**src/design/ram_ctrl_pkg.sv**
```systemverilog
// shared widths and encodings; the SRAM is two 16-bit chips side by side, 18 address bits
package ram_ctrl_pkg;

   // --------------------
   // requester widths
   // --------------------
   typedef logic [13:0] mcr_addr_t;
   typedef logic [48:0] mcr_word_t;
   typedef logic [21:0] sdram_addr_t;
   typedef logic [14:0] vga_addr_t;
   typedef logic [31:0] word_t;

   // --------------------
   // sram pin widths
   // --------------------
   typedef logic [17:0] sram_addr_t;
   typedef logic [15:0] sram_half_t;

   // access states, one per sram access kind
   // microcode words take a hi and a lo access
   typedef enum logic [2:0] {
      st_idle,
      st_mcr_rd_hi,
      st_mcr_rd_lo,
      st_mcr_wr_hi,
      st_mcr_wr_lo,
      st_vga_rd,
      st_sdram_rd,
      st_sdram_wr
   } access_t;

   // main-memory bits that land in the sram
   localparam int SDRAM_WINDOW_BITS = 17;

   // partition map on sram_a[17:15]
   //   0xx  sdram
   //   10x  microcode
   //   11x  video
   localparam logic [2:0] MCR_PREFIX = 3'b100;
   localparam logic [2:0] VGA_PREFIX = 3'b110;

   // fixed priority, lowest index wins
   localparam int NUM_REQ      = 5;
   localparam int PRI_MCR_RD   = 0;
   localparam int PRI_MCR_WR   = 1;
   localparam int PRI_VGA_RD   = 2;
   localparam int PRI_SDRAM_RD = 3;
   localparam int PRI_SDRAM_WR = 4;

endpackage

```
**src/design/port_arbiter.sv**
```systemverilog
// requesters must hold address and write data stable until their flag rises
`timescale 1ns/1ps

module port_arbiter
(
   input  logic                      clk,
   input  logic                      reset,
   input  logic                      mcr_read,
   input  logic                      mcr_write,
   input  ram_ctrl_pkg::mcr_addr_t   mcr_addr,
   input  ram_ctrl_pkg::mcr_word_t   mcr_wdata,
   input  logic                      vga_read,
   input  ram_ctrl_pkg::vga_addr_t   vga_addr,
   input  logic                      sdram_read,
   input  logic                      sdram_write,
   input  ram_ctrl_pkg::sdram_addr_t sdram_addr,
   input  ram_ctrl_pkg::word_t       sdram_wdata,
   input  logic                      cycle_idle,
   input  logic                      cycle_end,
   input  logic                      mcr_ready,
   input  logic                      mcr_done,
   input  logic                      vga_ready,
   input  logic                      sdram_ready,
   input  logic                      sdram_done,
   output ram_ctrl_pkg::access_t     access,
   output ram_ctrl_pkg::sram_addr_t  req_a,
   output ram_ctrl_pkg::sram_half_t  req_wdata1,
   output ram_ctrl_pkg::sram_half_t  req_wdata2,
   output logic                      req_oe_n,
   output logic                      req_we_n
);

   logic [ram_ctrl_pkg::NUM_REQ-1:0] pending;
   ram_ctrl_pkg::access_t            idle_next;
   ram_ctrl_pkg::mcr_addr_t          mcr_addr_q;
   logic                             mcr_half;

   // --------------------
   // request selection
   // --------------------

   // a request counts only while its flag is still low
   always_comb
   begin
      pending = '0;
      pending[ram_ctrl_pkg::PRI_MCR_RD]   = mcr_read && !mcr_ready;
      pending[ram_ctrl_pkg::PRI_MCR_WR]   = mcr_write && !mcr_done;
      pending[ram_ctrl_pkg::PRI_VGA_RD]   = vga_read && !vga_ready;
      pending[ram_ctrl_pkg::PRI_SDRAM_RD] = sdram_read && !sdram_ready;
      pending[ram_ctrl_pkg::PRI_SDRAM_WR] = sdram_write && !sdram_done;

      if (pending[ram_ctrl_pkg::PRI_MCR_RD])
         idle_next = ram_ctrl_pkg::st_mcr_rd_hi;
      else if (pending[ram_ctrl_pkg::PRI_MCR_WR])
         idle_next = ram_ctrl_pkg::st_mcr_wr_hi;
      else if (pending[ram_ctrl_pkg::PRI_VGA_RD])
         idle_next = ram_ctrl_pkg::st_vga_rd;
      else if (pending[ram_ctrl_pkg::PRI_SDRAM_RD])
         idle_next = ram_ctrl_pkg::st_sdram_rd;
      else if (pending[ram_ctrl_pkg::PRI_SDRAM_WR])
         idle_next = ram_ctrl_pkg::st_sdram_wr;
      else
         idle_next = ram_ctrl_pkg::st_idle;
   end

   // busy states advance only when the cycle stage finishes
   always_ff @(posedge clk)
   begin
      if (reset)
         access <= ram_ctrl_pkg::st_idle;
      else if (access == ram_ctrl_pkg::st_idle)
      begin
         if (cycle_idle)
            access <= idle_next;
      end
      else if (cycle_end)
      begin
         case (access)
            ram_ctrl_pkg::st_mcr_rd_hi: access <= ram_ctrl_pkg::st_mcr_rd_lo;
            ram_ctrl_pkg::st_mcr_wr_hi: access <= ram_ctrl_pkg::st_mcr_wr_lo;
            default:                    access <= ram_ctrl_pkg::st_idle;
         endcase
      end
   end

   // address held across both halves of a microcode word
   always_ff @(posedge clk)
   begin
      if (access == ram_ctrl_pkg::st_idle && cycle_idle &&
          (idle_next == ram_ctrl_pkg::st_mcr_rd_hi ||
           idle_next == ram_ctrl_pkg::st_mcr_wr_hi))
         mcr_addr_q <= mcr_addr;
   end

   // --------------------
   // sram request
   // --------------------

   // half bit 0 selects the hi word
   assign mcr_half = access == ram_ctrl_pkg::st_mcr_rd_lo ||
                     access == ram_ctrl_pkg::st_mcr_wr_lo;

   always_comb
   begin
      req_a      = '0;
      req_wdata1 = '0;
      req_wdata2 = '0;
      req_oe_n   = 1'b1;
      req_we_n   = 1'b1;
      case (access)
         ram_ctrl_pkg::st_mcr_rd_hi, ram_ctrl_pkg::st_mcr_rd_lo:
         begin
            req_a    = {ram_ctrl_pkg::MCR_PREFIX, mcr_addr_q, mcr_half};
            req_oe_n = 1'b0;
         end
         ram_ctrl_pkg::st_mcr_wr_hi:
         begin
            req_a      = {ram_ctrl_pkg::MCR_PREFIX, mcr_addr_q, mcr_half};
            req_wdata1 = {15'b0, mcr_wdata[48]};
            req_wdata2 = mcr_wdata[47:32];
            req_we_n   = 1'b0;
         end
         ram_ctrl_pkg::st_mcr_wr_lo:
         begin
            req_a      = {ram_ctrl_pkg::MCR_PREFIX, mcr_addr_q, mcr_half};
            req_wdata1 = mcr_wdata[31:16];
            req_wdata2 = mcr_wdata[15:0];
            req_we_n   = 1'b0;
         end
         ram_ctrl_pkg::st_vga_rd:
         begin
            req_a    = {ram_ctrl_pkg::VGA_PREFIX, vga_addr};
            req_oe_n = 1'b0;
         end
         ram_ctrl_pkg::st_sdram_rd:
         begin
            req_a    = {1'b0, sdram_addr[ram_ctrl_pkg::SDRAM_WINDOW_BITS-1:0]};
            req_oe_n = 1'b0;
         end
         ram_ctrl_pkg::st_sdram_wr:
         begin
            req_a      = {1'b0, sdram_addr[ram_ctrl_pkg::SDRAM_WINDOW_BITS-1:0]};
            req_wdata1 = sdram_wdata[31:16];
            req_wdata2 = sdram_wdata[15:0];
            req_we_n   = 1'b0;
         end
         default:
         begin
            req_a = '0;
         end
      endcase
   end

endmodule

```
**src/design/sram_cycle.sv**
```systemverilog
// every access takes exactly three clocks; writes land on the rising edge of sram_we_n
`timescale 1ns/1ps

module sram_cycle
(
   input  logic                     clk,
   input  logic                     reset,
   input  ram_ctrl_pkg::access_t    access,
   input  ram_ctrl_pkg::sram_addr_t req_a,
   input  ram_ctrl_pkg::sram_half_t req_wdata1,
   input  ram_ctrl_pkg::sram_half_t req_wdata2,
   input  logic                     req_oe_n,
   input  logic                     req_we_n,
   input  ram_ctrl_pkg::sram_half_t sram1_rdata,
   input  ram_ctrl_pkg::sram_half_t sram2_rdata,
   output logic                     cycle_idle,
   output logic                     cycle_end,
   output ram_ctrl_pkg::access_t    done_access,
   output ram_ctrl_pkg::sram_half_t rd_half1,
   output ram_ctrl_pkg::sram_half_t rd_half2,
   output ram_ctrl_pkg::sram_addr_t sram_a,
   output logic                     sram_oe_n,
   output logic                     sram_we_n,
   output logic                     sram_ce_n,
   output ram_ctrl_pkg::sram_half_t sram1_wdata,
   output ram_ctrl_pkg::sram_half_t sram2_wdata
);

   typedef enum logic [1:0] {
      step_free,
      step_wait,
      step_end
   } step_t;

   step_t                 step;
   ram_ctrl_pkg::access_t busy_access;
   logic                  start;

   assign start     = step == step_free && access != ram_ctrl_pkg::st_idle;
   assign cycle_end = step == step_end;

   // still busy while the finished access has not reached the flags
   assign cycle_idle = step == step_free && done_access == ram_ctrl_pkg::st_idle;

   // --------------------
   // sequencer
   // --------------------
   always_ff @(posedge clk)
   begin
      if (reset)
      begin
         step        <= step_free;
         busy_access <= ram_ctrl_pkg::st_idle;
         done_access <= ram_ctrl_pkg::st_idle;
         sram_oe_n   <= 1'b1;
         sram_we_n   <= 1'b1;
         sram_ce_n   <= 1'b1;
      end
      else
      begin
         done_access <= ram_ctrl_pkg::st_idle;
         case (step)
            step_free:
            begin
               if (start)
               begin
                  step        <= step_wait;
                  busy_access <= access;
                  sram_oe_n   <= req_oe_n;
                  sram_we_n   <= req_we_n;
                  sram_ce_n   <= 1'b0;
               end
            end
            step_wait:
            begin
               step <= step_end;
            end
            default:
            begin
               // release all strobes; the we_n edge commits a write
               step        <= step_free;
               done_access <= busy_access;
               busy_access <= ram_ctrl_pkg::st_idle;
               sram_oe_n   <= 1'b1;
               sram_we_n   <= 1'b1;
               sram_ce_n   <= 1'b1;
            end
         endcase
      end
   end

   // address and write data stay put until the next start
   always_ff @(posedge clk)
   begin
      if (start)
      begin
         sram_a      <= req_a;
         sram1_wdata <= req_wdata1;
         sram2_wdata <= req_wdata2;
      end
   end

   // read halves sampled with oe_n still low
   always_ff @(posedge clk)
   begin
      if (cycle_end)
      begin
         rd_half1 <= sram1_rdata;
         rd_half2 <= sram2_rdata;
      end
   end

endmodule

```
**src/design/port_response.sv**
```systemverilog
// flags are levels; each clears one clock after its requester drops the request
`timescale 1ns/1ps

module port_response
(
   input  logic                      clk,
   input  logic                      reset,
   input  ram_ctrl_pkg::access_t     done_access,
   input  ram_ctrl_pkg::sram_half_t  rd_half1,
   input  ram_ctrl_pkg::sram_half_t  rd_half2,
   input  logic                      mcr_read,
   input  logic                      mcr_write,
   input  logic                      vga_read,
   input  logic                      sdram_read,
   input  logic                      sdram_write,
   input  ram_ctrl_pkg::sdram_addr_t sdram_addr,
   output ram_ctrl_pkg::mcr_word_t   mcr_rdata,
   output logic                      mcr_ready,
   output logic                      mcr_done,
   output ram_ctrl_pkg::word_t       vga_rdata,
   output logic                      vga_ready,
   output ram_ctrl_pkg::word_t       sdram_rdata,
   output logic                      sdram_ready,
   output logic                      sdram_done
);

   ram_ctrl_pkg::word_t rd_word;
   logic                in_window;

   // sram1 is the upper half
   assign rd_word = {rd_half1, rd_half2};

   // sdram addresses above the sram window read as all ones
   assign in_window =
      sdram_addr[$bits(ram_ctrl_pkg::sdram_addr_t)-1:ram_ctrl_pkg::SDRAM_WINDOW_BITS] == '0;

   // --------------------
   // microcode
   // --------------------
   always_ff @(posedge clk)
   begin
      if (reset)
      begin
         mcr_rdata <= '0;
         mcr_ready <= 1'b0;
         mcr_done  <= 1'b0;
      end
      else
      begin
         // hi word carries bit 48 in sram1 bit 0
         if (done_access == ram_ctrl_pkg::st_mcr_rd_hi)
            mcr_rdata[48:32] <= {rd_half1[0], rd_half2};
         if (done_access == ram_ctrl_pkg::st_mcr_rd_lo)
            mcr_rdata[31:0] <= rd_word;

         if (done_access == ram_ctrl_pkg::st_mcr_rd_lo)
            mcr_ready <= 1'b1;
         else if (!mcr_read)
            mcr_ready <= 1'b0;

         if (done_access == ram_ctrl_pkg::st_mcr_wr_lo)
            mcr_done <= 1'b1;
         else if (!mcr_write)
            mcr_done <= 1'b0;
      end
   end

   // --------------------
   // video
   // --------------------
   always_ff @(posedge clk)
   begin
      if (reset)
      begin
         vga_rdata <= '0;
         vga_ready <= 1'b0;
      end
      else if (done_access == ram_ctrl_pkg::st_vga_rd)
      begin
         vga_rdata <= rd_word;
         vga_ready <= 1'b1;
      end
      else if (!vga_read)
         vga_ready <= 1'b0;
   end

   // --------------------
   // main memory
   // --------------------
   always_ff @(posedge clk)
   begin
      if (reset)
      begin
         sdram_rdata <= '0;
         sdram_ready <= 1'b0;
         sdram_done  <= 1'b0;
      end
      else
      begin
         if (done_access == ram_ctrl_pkg::st_sdram_rd)
         begin
            sdram_rdata <= in_window ? rd_word : '1;
            sdram_ready <= 1'b1;
         end
         else if (!sdram_read)
            sdram_ready <= 1'b0;

         if (done_access == ram_ctrl_pkg::st_sdram_wr)
            sdram_done <= 1'b1;
         else if (!sdram_write)
            sdram_done <= 1'b0;
      end
   end

endmodule

```
**src/design/pipe_ram_controller.sv**
```systemverilog
// single clock; one shared chip enable drives both chips and the byte lanes stay enabled
`timescale 1ns/1ps

module pipe_ram_controller
(
   input  logic                      clk,
   input  logic                      reset,
   input  logic                      mcr_read,
   input  logic                      mcr_write,
   input  ram_ctrl_pkg::mcr_addr_t   mcr_addr,
   input  ram_ctrl_pkg::mcr_word_t   mcr_wdata,
   input  logic                      sdram_read,
   input  logic                      sdram_write,
   input  ram_ctrl_pkg::sdram_addr_t sdram_addr,
   input  ram_ctrl_pkg::word_t       sdram_wdata,
   input  logic                      vga_read,
   input  ram_ctrl_pkg::vga_addr_t   vga_addr,
   output ram_ctrl_pkg::mcr_word_t   mcr_rdata,
   output logic                      mcr_ready,
   output logic                      mcr_done,
   output ram_ctrl_pkg::word_t       sdram_rdata,
   output logic                      sdram_ready,
   output logic                      sdram_done,
   output ram_ctrl_pkg::word_t       vga_rdata,
   output logic                      vga_ready,
   output ram_ctrl_pkg::sram_addr_t  sram_a,
   output logic                      sram_oe_n,
   output logic                      sram_we_n,
   output logic                      sram_ce_n,
   output ram_ctrl_pkg::sram_half_t  sram1_wdata,
   output ram_ctrl_pkg::sram_half_t  sram2_wdata,
   input  ram_ctrl_pkg::sram_half_t  sram1_rdata,
   input  ram_ctrl_pkg::sram_half_t  sram2_rdata
);

   // arbiter to cycle stage
   ram_ctrl_pkg::access_t    access;
   ram_ctrl_pkg::sram_addr_t req_a;
   ram_ctrl_pkg::sram_half_t req_wdata1;
   ram_ctrl_pkg::sram_half_t req_wdata2;
   logic                     req_oe_n;
   logic                     req_we_n;
   logic                     cycle_idle;
   logic                     cycle_end;

   // cycle stage to response stage
   ram_ctrl_pkg::access_t    done_access;
   ram_ctrl_pkg::sram_half_t rd_half1;
   ram_ctrl_pkg::sram_half_t rd_half2;

   port_arbiter i_port_arbiter
   (
      .clk         (clk),
      .reset       (reset),
      .mcr_read    (mcr_read),
      .mcr_write   (mcr_write),
      .mcr_addr    (mcr_addr),
      .mcr_wdata   (mcr_wdata),
      .vga_read    (vga_read),
      .vga_addr    (vga_addr),
      .sdram_read  (sdram_read),
      .sdram_write (sdram_write),
      .sdram_addr  (sdram_addr),
      .sdram_wdata (sdram_wdata),
      .cycle_idle  (cycle_idle),
      .cycle_end   (cycle_end),
      .mcr_ready   (mcr_ready),
      .mcr_done    (mcr_done),
      .vga_ready   (vga_ready),
      .sdram_ready (sdram_ready),
      .sdram_done  (sdram_done),
      .access      (access),
      .req_a       (req_a),
      .req_wdata1  (req_wdata1),
      .req_wdata2  (req_wdata2),
      .req_oe_n    (req_oe_n),
      .req_we_n    (req_we_n)
   );

   sram_cycle i_sram_cycle
   (
      .clk         (clk),
      .reset       (reset),
      .access      (access),
      .req_a       (req_a),
      .req_wdata1  (req_wdata1),
      .req_wdata2  (req_wdata2),
      .req_oe_n    (req_oe_n),
      .req_we_n    (req_we_n),
      .sram1_rdata (sram1_rdata),
      .sram2_rdata (sram2_rdata),
      .cycle_idle  (cycle_idle),
      .cycle_end   (cycle_end),
      .done_access (done_access),
      .rd_half1    (rd_half1),
      .rd_half2    (rd_half2),
      .sram_a      (sram_a),
      .sram_oe_n   (sram_oe_n),
      .sram_we_n   (sram_we_n),
      .sram_ce_n   (sram_ce_n),
      .sram1_wdata (sram1_wdata),
      .sram2_wdata (sram2_wdata)
   );

   port_response i_port_response
   (
      .clk         (clk),
      .reset       (reset),
      .done_access (done_access),
      .rd_half1    (rd_half1),
      .rd_half2    (rd_half2),
      .mcr_read    (mcr_read),
      .mcr_write   (mcr_write),
      .vga_read    (vga_read),
      .sdram_read  (sdram_read),
      .sdram_write (sdram_write),
      .sdram_addr  (sdram_addr),
      .mcr_rdata   (mcr_rdata),
      .mcr_ready   (mcr_ready),
      .mcr_done    (mcr_done),
      .vga_rdata   (vga_rdata),
      .vga_ready   (vga_ready),
      .sdram_rdata (sdram_rdata),
      .sdram_ready (sdram_ready),
      .sdram_done  (sdram_done)
   );

endmodule

```
**config.mk**
```make
export PLATFORM = sky130hd
export DESIGN_NAME = pipe_ram_controller
export DESIGN_NICKNAME = d
export VERILOG_FILES = /design/src/design/ram_ctrl_pkg.sv /design/src/design/port_arbiter.sv /design/src/design/sram_cycle.sv /design/src/design/port_response.sv /design/src/design/pipe_ram_controller.sv
export SDC_FILE = /design/constraint.sdc
export NUM_CORES = 1
export LEC_CHECK = 0
export ABC_AREA = 1
export BUFFER_PORTS_ARGS = -buffer_cell sky130_fd_sc_hd__buf_2
export CAP_MARGIN = 15
export CORE_ASPECT_RATIO = 1.5
export CORE_MARGIN = 5
export CORE_UTILIZATION = 45
export DETAILED_ROUTE_END_ITERATION = 8
export MAX_ROUTING_LAYER = met4
export PLACE_DENSITY = 0.77
export SLEW_MARGIN = 20
export SYNTH_ARGS = -nofsm -noshare
export SYNTH_HDL_FRONTEND = slang
export SYNTH_HIERARCHICAL = 1
export SYNTH_SLANG_ARGS = --single-unit
export TNS_END_PERCENT = 1
```
**constraint.sdc**
```tcl
create_clock -name clk -period 3.43 [get_ports clk]
set_input_delay 0.1715 -clock clk [delete_from_list [all_inputs] [get_ports clk]]
set_output_delay 0.1715 -clock clk [all_outputs]
set_load 0.02 [all_outputs]
```
## Yosys cells after proc, flatten, opt, wreduce, memory -nomap -nowiden

Cells that the tools add are included.

| cells by class | value |
|---|---|
| $add $sub $neg | 0 |
| $mul | 0 |
| div/mod/pow operators | 0 |
| magnitude comparators | 0 |
| equal/unequal tests | 24 |
| shift-type cells | 0 |
| multiplexer cells | 35 |
| bitwise operators | 1 |
| reduce and logical (&&, ||, !) cells | 29 |

Operator list:

| kind | count |
|---|---|
| case mux 16 bit (3 select lines) | 2 |
| case mux 18 bit (3 select lines) | 1 |
| two-way mux 32 bit | 1 |
| two-way mux 3 bit | 9 |
| == test 3 bit, second input constant | 8 |
| two-way mux 1 bit | 15 |
| inequality test 2 x 1 -> 1 bit, second input constant | 7 |
| == test 3 x 2 -> 1 bit, second input constant | 4 |
| case mux 3 bit (2 select lines) | 2 |
| == test 3 x 1 -> 1 bit, second input constant | 3 |
| logical AND 1 bit | 9 |
| OR reduction 4 bit | 2 |
| zero test 3 bit | 2 |
| case mux 1 bit (2 select lines) | 3 |
| OR reduction 3 bit | 2 |
| zero test 1 bit | 5 |
| zero test 5 bit | 1 |
| case mux 2 bit (2 select lines) | 1 |
| AND reduction 2 bit | 2 |
| nonzero test 3 bit | 1 |
| == test 2 x 1 -> 1 bit, second input constant | 1 |
| == test 2 bit, second input constant | 1 |
| zero test 2 bit | 1 |
| logical OR 1 bit | 2 |
| 4 further kinds | 4 |

| storage, ports and cells | value |
|---|---|
| flip-flop bits (word level) | 228 |
| latch bits | 0 |
| bits in writable memories | 0 |
| bits in read-only memories | 0 |
| output and inout port bits | 171 |
| logic and storage cells | 111 |
| memories kept | 0 |

## Depth between registers and ports, before layout

Gate-level depths: netlist (run 1).

| logic depth | value |
|---|---|
| word-level depth | 10 |
| mapped depth | 9 |

## Cells and area by module

The synthesis (run 1) kept the hierarchy.

Modules (own cells, without submodules):

| module | instances | cells each | area an instance (sq um) | seq. area each (sq um) |
|---|---|---|---|---|
| port_response | 1 | 719 | 4749.6 | 2362.3 |
| sram_cycle | 1 | 135 | 2882.8 | 2682.6 |
| port_arbiter | 1 | 261 | 1635.3 | 480.5 |

## Worst setup path after synthesis (run 1)

No wires, ideal clock.

| timing path | value |
|---|---|
| path type | reg2reg |
| start | register i_port_arbiter.access[0] |
| end | register i_sram_cycle.sram1_wdata[0], enable pin |
| data arrival time | 2.756 ns |
| required time | 2.972 ns |
| path slack | 0.216 ns |
| cell stages (with the launch flop) | 5 |
| buffers on the path | 0 |
| clock period less this slack | 3.214 ns |
| path through | dfxtp_1 > nor2_2 > nand2_2 > inv_1 > nor2_1 |

| on the way | value |
|---|---|
| word-level cells in the longest chain between the ends | 2 |

Ends and longest elaborated chain:

| element | line | text |
|---|---|---|
| start, declared | port_arbiter.sv:25 | `output ram_ctrl_pkg::access_t access,` |
| start signal, assigned | port_arbiter.sv:70 | `access <= ram_ctrl_pkg::st_idle;` |
| start signal, assigned | port_arbiter.sv:74 | `access <= idle_next;` |
| start signal, assigned | port_arbiter.sv:79 | `ram_ctrl_pkg::st_mcr_rd_hi: access <= ram_ctrl_pkg::st_mcr_rd_lo;` |
| nonzero test 3 bit | sram_cycle.sv:39 | `assign start = step == step_free && access != ram_ctrl_pkg::st_idle;` |
| logical AND 1 bit | sram_cycle.sv:39 |  |
| via i_sram_cycle.start | sram_cycle.sv:37 | `logic start;` |
| end signal, assigned | sram_cycle.sv:98 | `sram1_wdata <= req_wdata1;` |
| end, declared | sram_cycle.sv:25 | `output ram_ctrl_pkg::sram_half_t sram1_wdata,` |

The timed path passes the listed nets, and every way through them passes these cells.
A chain may end at the register's enable or synchronous reset.

## Worst setup path in the final report (run 1)

| timing path | value |
|---|---|
| start | register i_port_arbiter.access[1] |
| end | register i_sram_cycle.sram2_wdata[14], data pin |

| on the way | value |
|---|---|
| word-level cells in the longest chain between the ends | 2 |
| elaborated cells on any way between the ends | 4 |

Ends and longest elaborated chain:

| element | line | text |
|---|---|---|
| == test 3 bit / == test 3 x 2 -> 1 bit (equally long branches) | port_arbiter.sv:110 | `case (access)` |
| case mux 16 bit (3 select lines) (*) | port_arbiter.sv:110 |  |
| via req_wdata2[14] | pipe_ram_controller.sv:40 | `ram_ctrl_pkg::sram_half_t req_wdata2;` |
| end signal, assigned | sram_cycle.sv:99 | `sram2_wdata <= req_wdata2;` |
| end, declared | sram_cycle.sv:26 | `output ram_ctrl_pkg::sram_half_t sram2_wdata` |

Mark *: on every way through the listed nets, which the timed path passes. The rest lies on a longest branch.

==> results of run 1 <==
[kinds of logic after synthesis]
kind of cell | share of synthesized area
AND/OR/NAND/NOR | 0.277
flip-flops | 0.596
AO/OA/AOI/OAI | 0.0466
buffers and inverters | 0.0801
[flip-flops by register name, summed over array words and instances (netlist names), 2 cells and up]
| register | flops |
|---|---|
| i_port_arbiter/access | 3 |
| i_port_arbiter/mcr_addr_q | 14 |
| i_port_response/mcr_rdata | 49 |
| i_port_response/sdram_rdata | 32 |
| i_port_response/vga_rdata | 32 |
| i_sram_cycle/busy_access | 3 |
| i_sram_cycle/done_access | 3 |
| i_sram_cycle/rd_half1 | 16 |
| i_sram_cycle/rd_half2 | 16 |
| i_sram_cycle/sram1_wdata | 16 |
| i_sram_cycle/sram2_wdata | 16 |
| i_sram_cycle/sram_a | 18 |
| i_sram_cycle/step | 2 |
[stage by stage]
| stage | power, mW | hold WS (ps) | cell area (um^2) | worst slack [ps] | std cells |
|---|---|---|---|---|---|
| detailed placement | 5.82 | 350 | 11200 | 1250 | 1677 |
| floorplan | 5.10 | 241 | 9270 | 216 | 1115 |
| finish | 8.51 | 37.1 | 13100 | 224 | 1834 |
| global route | 8.91 | 9.62 | 13100 | 64.4 | 1834 |
| CTS | 8.50 | 4.32 | 13100 | 151 | 1834 |
| global placement | 5.78 | 348 | 11200 | 1310 | 1677 |
[Yosys cell counts, types with 8 or more instances]
| cell type | number |
|---|---|
| dfxtp_1 | 132 |
| nor2_1 | 244 |
| a22o_1 | 15 |
| nand2_1 | 287 |
| buf_2 | 29 |
| a21oi_1 | 16 |
| clkbuf_1 | 18 |
| nand3_1 | 93 |
| o21ai_1 | 10 |
| inv_2 | 8 |
| edfxtp_1 | 96 |
| inv_1 | 114 |
| o21ai_0 | 23 |
[per-layer routing]
layer	up-vias	track usage	part of all wire
met3	91	0.0540	0.084
met1	4180	0.274	0.36
li1	4375	-	-
met5	-	-	0
met2	467	0.452	0.51
met4	0	0.104	0.041
[cells in the final DEF (no fill, tap or decap), types with 2 or more instances in the layout]
cell           synthesis  routed
clkbuf_1              18       5
dfxtp_1              132     131
inv_2                  8       8
o21ai_1               10      10
nand3_1               93      93
a21oi_1               16      16
inv_1                114     112
clkinv_2               1       6
buf_4                  2      11
a22oi_1                4       4
o21ai_2                2       2
clkinv_1               0       2
nand3b_1               3       3
clkbuf_16              0      23
nor2_2                 4       5
nand2_1              287     287
a22o_1                15      15
dlygate4sd3_1          0     117
o21ai_0               23      23
edfxtp_1              96      96
nor2_4                 0       2
bufinv_16              0       3
nor2_1               244     241
buf_2                 29     341
[final cells by class]
type | instances | area, um^2 | share of cell area
Clock buffer | 29 | 608 | 0.0465
Clock inverter | 11 | 135 | 0.0103
Inverter | 124 | 474 | 0.0363
Multi-Input combinational cell | 708 | 3020 | 0.231
Sequential cell | 228 | 5530 | 0.423
Tap cell | 264 | 330 | 0.0253
Timing Repair Buffer | 470 | 2980 | 0.228
[path summary, 6_finish.rpt]
check                                                              start                                endpoint  slack, ps  cells past startpoint
worst max register to register     i_port_arbiter/access[1]$_SDFFE_PP0P_  i_sram_cycle/sram2_wdata[14]$_DFFE_PP_        220                      6
worst max-delay path               i_port_arbiter/access[1]$_SDFFE_PP0P_  i_sram_cycle/sram2_wdata[14]$_DFFE_PP_        220                      6
worst min-delay path                                       mcr_wdata[41]   i_sram_cycle/sram2_wdata[9]$_DFFE_PP_         40                      3
worst min register to register  i_sram_cycle/busy_access[1]$_SDFFE_PP0P_  i_sram_cycle/done_access[1]$_SDFF_PP0_        430                      2
[timing repair]
action,CTS,global route
hold buffers,117,0
hold endpoints to repair,86,0
gates resized for setup,0,1
setup endpoints to repair,0,1
[worst min-delay path, stage by stage]
cell and delay [ps]:
buf_2 80, nand2_1 70, nand3_1 100
[power groups by stage]
stage               Combinational [mW]  Clock (mW)  Sequential [mW]
floorplan                        0.868           0             4.23
global placement                  1.98           0             3.81
detailed placement                2.01           0             3.81
CTS                               2.19        2.55             3.76
global route                      2.42        2.67             3.82
finish                            2.23        2.51             3.78
==> key figures, run 1 <==
Detailed routing
  • WL final: 30100 um
  • Mean routed wirelength per cell: 16.4 um
  • Vias/cell: 4.97
  • Pre-Repair DR Iteration Count: 5
  • Post-DRT Antenna Nets: 0
  • Drt initial violations: 630
  • Via count: 9113
  • DRC violations left: 0

Floorplan
  • Die Ht: 186 um
  • FP Rows: 64
  • Die Wd: 127 um
  • Initial Util: 0.456
  • Ports: 342
  • Core box area: 0.0203 mm^2
  • Die Area: 0.0236 mm^2

Finish
  • Nets: 1725
  • Layout cell share with drive strength beyond 1: 0.263
  • ANT cells: 0
  • Final core utilization: 0.643
  • Synthesis-to-layout area growth: 41.1%
  • Fillcell total: 1615

Logic synthesis
  • Synthesis Warnings: 6
  • Distinct cells, synth: 29
  • Mapped cell area: 0.00927 mm^2
  • Register bit total from synthesis: 228
  • Synth top area share: 0.311
  • Post-synth EDFFs: 96
  • Post-synthesis async set-or-reset flop share: 0
  • Synth top area cells: edfxtp_1, dfxtp_1, nand2_1, nor2_1, nand3_1
  • Leading area contributor after synthesis: edfxtp_1
  • Avg Cell Area, Syn: 8.31 um^2
  • Most common flop cell mapped by yosys: dfxtp_1
  • Cell count after synthesis: 1115
  • Register area share after synthesis: 0.596
  • Post-synth net total: 1286

Clock network
  • Max clock buf depth: 3
  • Post CTS Setup Buffer Count: 0
  • Clk slew on worst S/H paths: 60 ps
  • Clk Tree Root Cell: clkbuf_16
  • H-tree lvl count: 1
  • TritonCTS clock tree: done
  • Clk sink count: 228
  • Worst-skew pair later-pin latency: 510 ps
  • TritonCTS Buffers: 22

Timing
  • Setup Skew: 8.17 ps
  • Final Hold Viols: 0
  • Worst-margin pin slew: 1030 ps
  • Post-layout min period: 3210 ps
  • Unrepaired setup endpoints after global routing: no
  • Final setup fails: 0
  • Rel. slew slack: 0.312
  • Final Cycle Share: 0.935
  • Slew Limit Fails: 0
  • Max Freq: 312 MHz
  • Final setup TNS: 0 ps

Power and ir drop
  • Worst vdd ir: 0.358 mV
  • Internal Pwr Total: 5.74 mW
  • LEAKAGE: 6.48 nW
  • Logic pwr share: 0.262
  • Sequential power share: 0.444
  • PwrDens: 651 mW/mm^2
  • Clk pwr share: 0.294
  • Net switching power: 2.77 mW
  • Net Sw Frac: 0.326

Critical path
  • Worst path top cell family by delay: buffers and inverters
  • Max stage delay on crit path: 590 ps
  • Maximum fanout along the worst path: 32
  • Worst Path Required: 3680 ps
  • Worst path cell trace: nand3_1 -> clkinvlp_4 -> a22oi_1 -> dlygate4sd3_1 -> nand2_1 -> dlygate4sd3_1
  • CP most frequent cell: dlygate4sd3_1
  • Crit Path Category: flop to flop
  • Crit start category: flop
  • CP max-delay cell: dfxtp_1
  • CP Data Arrival Time: 3450 ps
  • Buf+Inv Stages, Crit Path: 3
  • Kind of capture point of the worst setup path: flop

Global routing
  • Global route total overflow: 0
  • Vias in the first global route: 8997
  • Initial antenna violation count: 0
  • All-Layer GR Usage: 0.254
  • Largest net degree at the start of global routing: 114
  • First-pass GRT wire length: 46800 um

Status
  • Status: complete, no violations

Worst hold path
  • HP Class: primary input to flop

Place
  • IO Port Bufs: 341
  • Final HPWL DP: 19500 um
  • Routability cong.: 0.858

Job
  • Max capacitance violation total: 0
Note: power is estimated with default switching activity, not from simulation.
==> run 2, diff against run 1 <==
--- a/config.mk
+++ b/config.mk
@@ -13,7 +13,7 @@
 export CORE_UTILIZATION = 45
 export DETAILED_ROUTE_END_ITERATION = 8
 export MAX_ROUTING_LAYER = met4
-export PLACE_DENSITY = 0.77
+export PLACE_DENSITY_LB_ADDON = 0.12
 export SLEW_MARGIN = 20
 export SYNTH_ARGS = -nofsm -noshare
 export SYNTH_HDL_FRONTEND = slang
==> run 2 against run 1 <==
Clock power decreased by 11%. Hold slack lost 34 ps. Count of clock-buffer cells in the layout decreased by 2. Via count is 5.4% lower. Highest routed layer unchanged. Register-to-register slack improved by 20 ps. First-iteration DRC count down 25%. Combinational power about the same. Critical endpoint is now i_sram_cycle/sram2_wdata[0]$_DFFE_PP_. Sequential power decreased by 2%. Core utilization down 0.45 points. Global-route usage down 1.9 points. Power down 3.7%.
==> key figures, run 2 (synthesis gave the netlist of run 1 again) <==
Status
  • Status: complete, no violations

Clock network
  • H-tree lvl count: 1
  • Worst-skew pair later-pin latency: 490 ps
  • Clk Tree Root Cell: clkbuf_16
  • Clk sink count: 228
  • Max clock buf depth: 3
  • Resize count post-CTS: 0
  • Post CTS Setup Buffer Count: 0
  • Clk slew on worst S/H paths: 60 ps
  • TritonCTS clock tree: done
  • Count of hold-fix buffers inserted at cts: 113
  • TritonCTS Buffers: 22

Timing
  • Setup Skew: 8.90 ps
  • Final setup TNS: 0 ps
  • Final Hold Viols: 0
  • Worst hold slack: 3.23 ps
  • Post-layout min period: 3190 ps
  • Final setup fails: 0
  • Slew Limit Fails: 0
  • Final Cycle Share: 0.930
  • Unrepaired setup endpoints after global routing: no
  • Worst-margin pin slew: 1050 ps
  • Rel. slew slack: 0.297
  • Max Freq: 314 MHz

Floorplan
  • Die Ht: 186 um
  • Core box area: 0.0203 mm^2
  • FP Rows: 64
  • Die Wd: 127 um
  • Ports: 342
  • Die Area: 0.0236 mm^2
  • Initial Util: 0.456

Critical path
  • Reg2Reg Setup Slack: 240 ps
  • Max stage delay on crit path: 760 ps
  • Crit Path Category: flop to flop
  • Crit start category: flop
  • Kind of capture point of the worst setup path: flop
  • CP most frequent cell: dlygate4sd3_1
  • Worst path cell trace: buf_4 -> nand3_1 -> inv_1 -> a22oi_1 -> dlygate4sd3_1 -> nand2_1 -> dlygate4sd3_1
  • Worst Path Required: 3780 ps
  • Maximum fanout along the worst path: 39
  • CP Data Arrival Time: 3540 ps
  • CP max-delay cell: inv_1

Detailed routing
  • Pre-Repair DR Iteration Count: 5
  • DRC violations left: 0
  • WL final: 28000 um
  • Vias/cell: 4.70
  • Post-DRT Antenna Nets: 0
  • Via count: 8617
  • Drt initial violations: 471
  • Mean routed wirelength per cell: 15.3 um

Power and ir drop
  • LEAKAGE: 6.43 nW
  • Internal Pwr Total: 5.51 mW
  • Worst vdd ir: 0.422 mV
  • Clk pwr share: 0.273
  • Total power draw: 8.20 mW
  • Net switching power: 2.69 mW
  • Logic pwr share: 0.274
  • PwrDens: 631 mW/mm^2
  • Sequential power share: 0.453
  • Net Sw Frac: 0.328

Finish
  • Largest register by flop count: i_port_response/mcr_rdata
  • Commonest non-fill, non-tap cell in the layout: buf_2
  • Layout cell share with drive strength beyond 1: 0.264
  • Nets: 1722
  • Cell Count, Final, Fillers Out: 1833
  • Synthesis-to-layout area growth: 40.1%
  • Final Cell Area: 0.0130 mm^2
  • Multi-input logic area: 0.00302 mm^2
  • Storage element area: 0.00553 mm^2
  • Most frequent cells in the layout: buf_2, nand2_1, nor2_1
  • Largest registers: i_port_response/mcr_rdata (49), i_port_response/sdram_rdata (32), i_port_response/vga_rdata (32)
  • Max reg flops: 49
  • Fillcell total: 1755

Job
  • Max capacitance violation total: 0

Global routing
  • Global route total overflow: 0
  • First-pass GRT wire length: 43400 um
  • All-Layer GR Usage: 0.235
  • Vias in the first global route: 8531
  • Initial antenna violation count: 2
  • Largest net degree at the start of global routing: 114

Place
  • Routability cong.: 0.812
  • Final HPWL DP: 19000 um
  • Placed Cells: 1677
  • IO Port Bufs: 341
  • Area after DPL: 0.0112 mm^2

Worst hold path
  • HP Class: primary input to flop
## run 2: changes by cell type in the layout (fill, tap and decap cells not counted)
cell           change
dlygate4sd3_1      -4
clkinv_1           +1
clkinv_2           +2
clkinvlp_4         +2
clkbuf_1           -1
inv_6              -1
diode_2            +2
buf_16             +1
clkbuf_8           -1
inv_1              +1
bufinv_16          -3
## run 2: path summary, 6_finish.rpt
path | end | startpoint | cells after the start
worst max-delay path | i_sram_cycle/sram2_wdata[0]$_DFFE_PP_ | i_port_arbiter/access[2]$_SDFFE_PP0P_ | 7
worst min-delay path | i_sram_cycle/sram2_wdata[4]$_DFFE_PP_ | mcr_wdata[4] | 3
worst max register to register | i_sram_cycle/sram2_wdata[0]$_DFFE_PP_ | i_port_arbiter/access[2]$_SDFFE_PP0P_ | 7
worst min register to register | i_sram_cycle/done_access[0]$_SDFF_PP0_ | i_sram_cycle/busy_access[0]$_SDFFE_PP0P_ | 2
## run 2: area by class of cell
class,count,share of cell area
diodes,2,0.000386
inverters,124,0.0362
clock buffers,27,0.0455
multi-input cells,708,0.232
well taps,264,0.0254
flip-flops and latches,228,0.426
repair buffers,467,0.229
clock inverters,13,0.00559
## run 2: layer usage
metal	track usage	vias to the layer above	share of wire
li1	-	4371	-
met1	0.272	3878	0.40
met2	0.409	313	0.50
met3	0.0488	55	0.072
met4	0.0739	0	0.028
met5	-	-	0
## run 2: critical path: cells and delay by family (launching register included)
kind	cells	cell delay [ps]
and+or+nand+nor	2	200
AOI/OAI and AO/OA	1	210
buffers and inverters	4	2330
DFF	1	310
## run 2: power groups by stage
stage	sequential [mW]	combinational [mW]	clock, mW
2_1_floorplan	4.23	0.868	0
3_3_place_gp	3.76	2.05	0
3_5_place_dp	3.77	2.07	0
4_1_cts	3.72	2.25	2.30
5_1_grt	3.77	2.44	2.41
6_report	3.72	2.24	2.24
## run 2: stage by stage
step / util / setup WS (ps)
finish: 0.638 / 241
detailed placement: 0.548 / 1290
floorplan: - / 216
global route: 0.638 / 7.81
CTS: 0.637 / 354
global placement: 0.548 / 1360
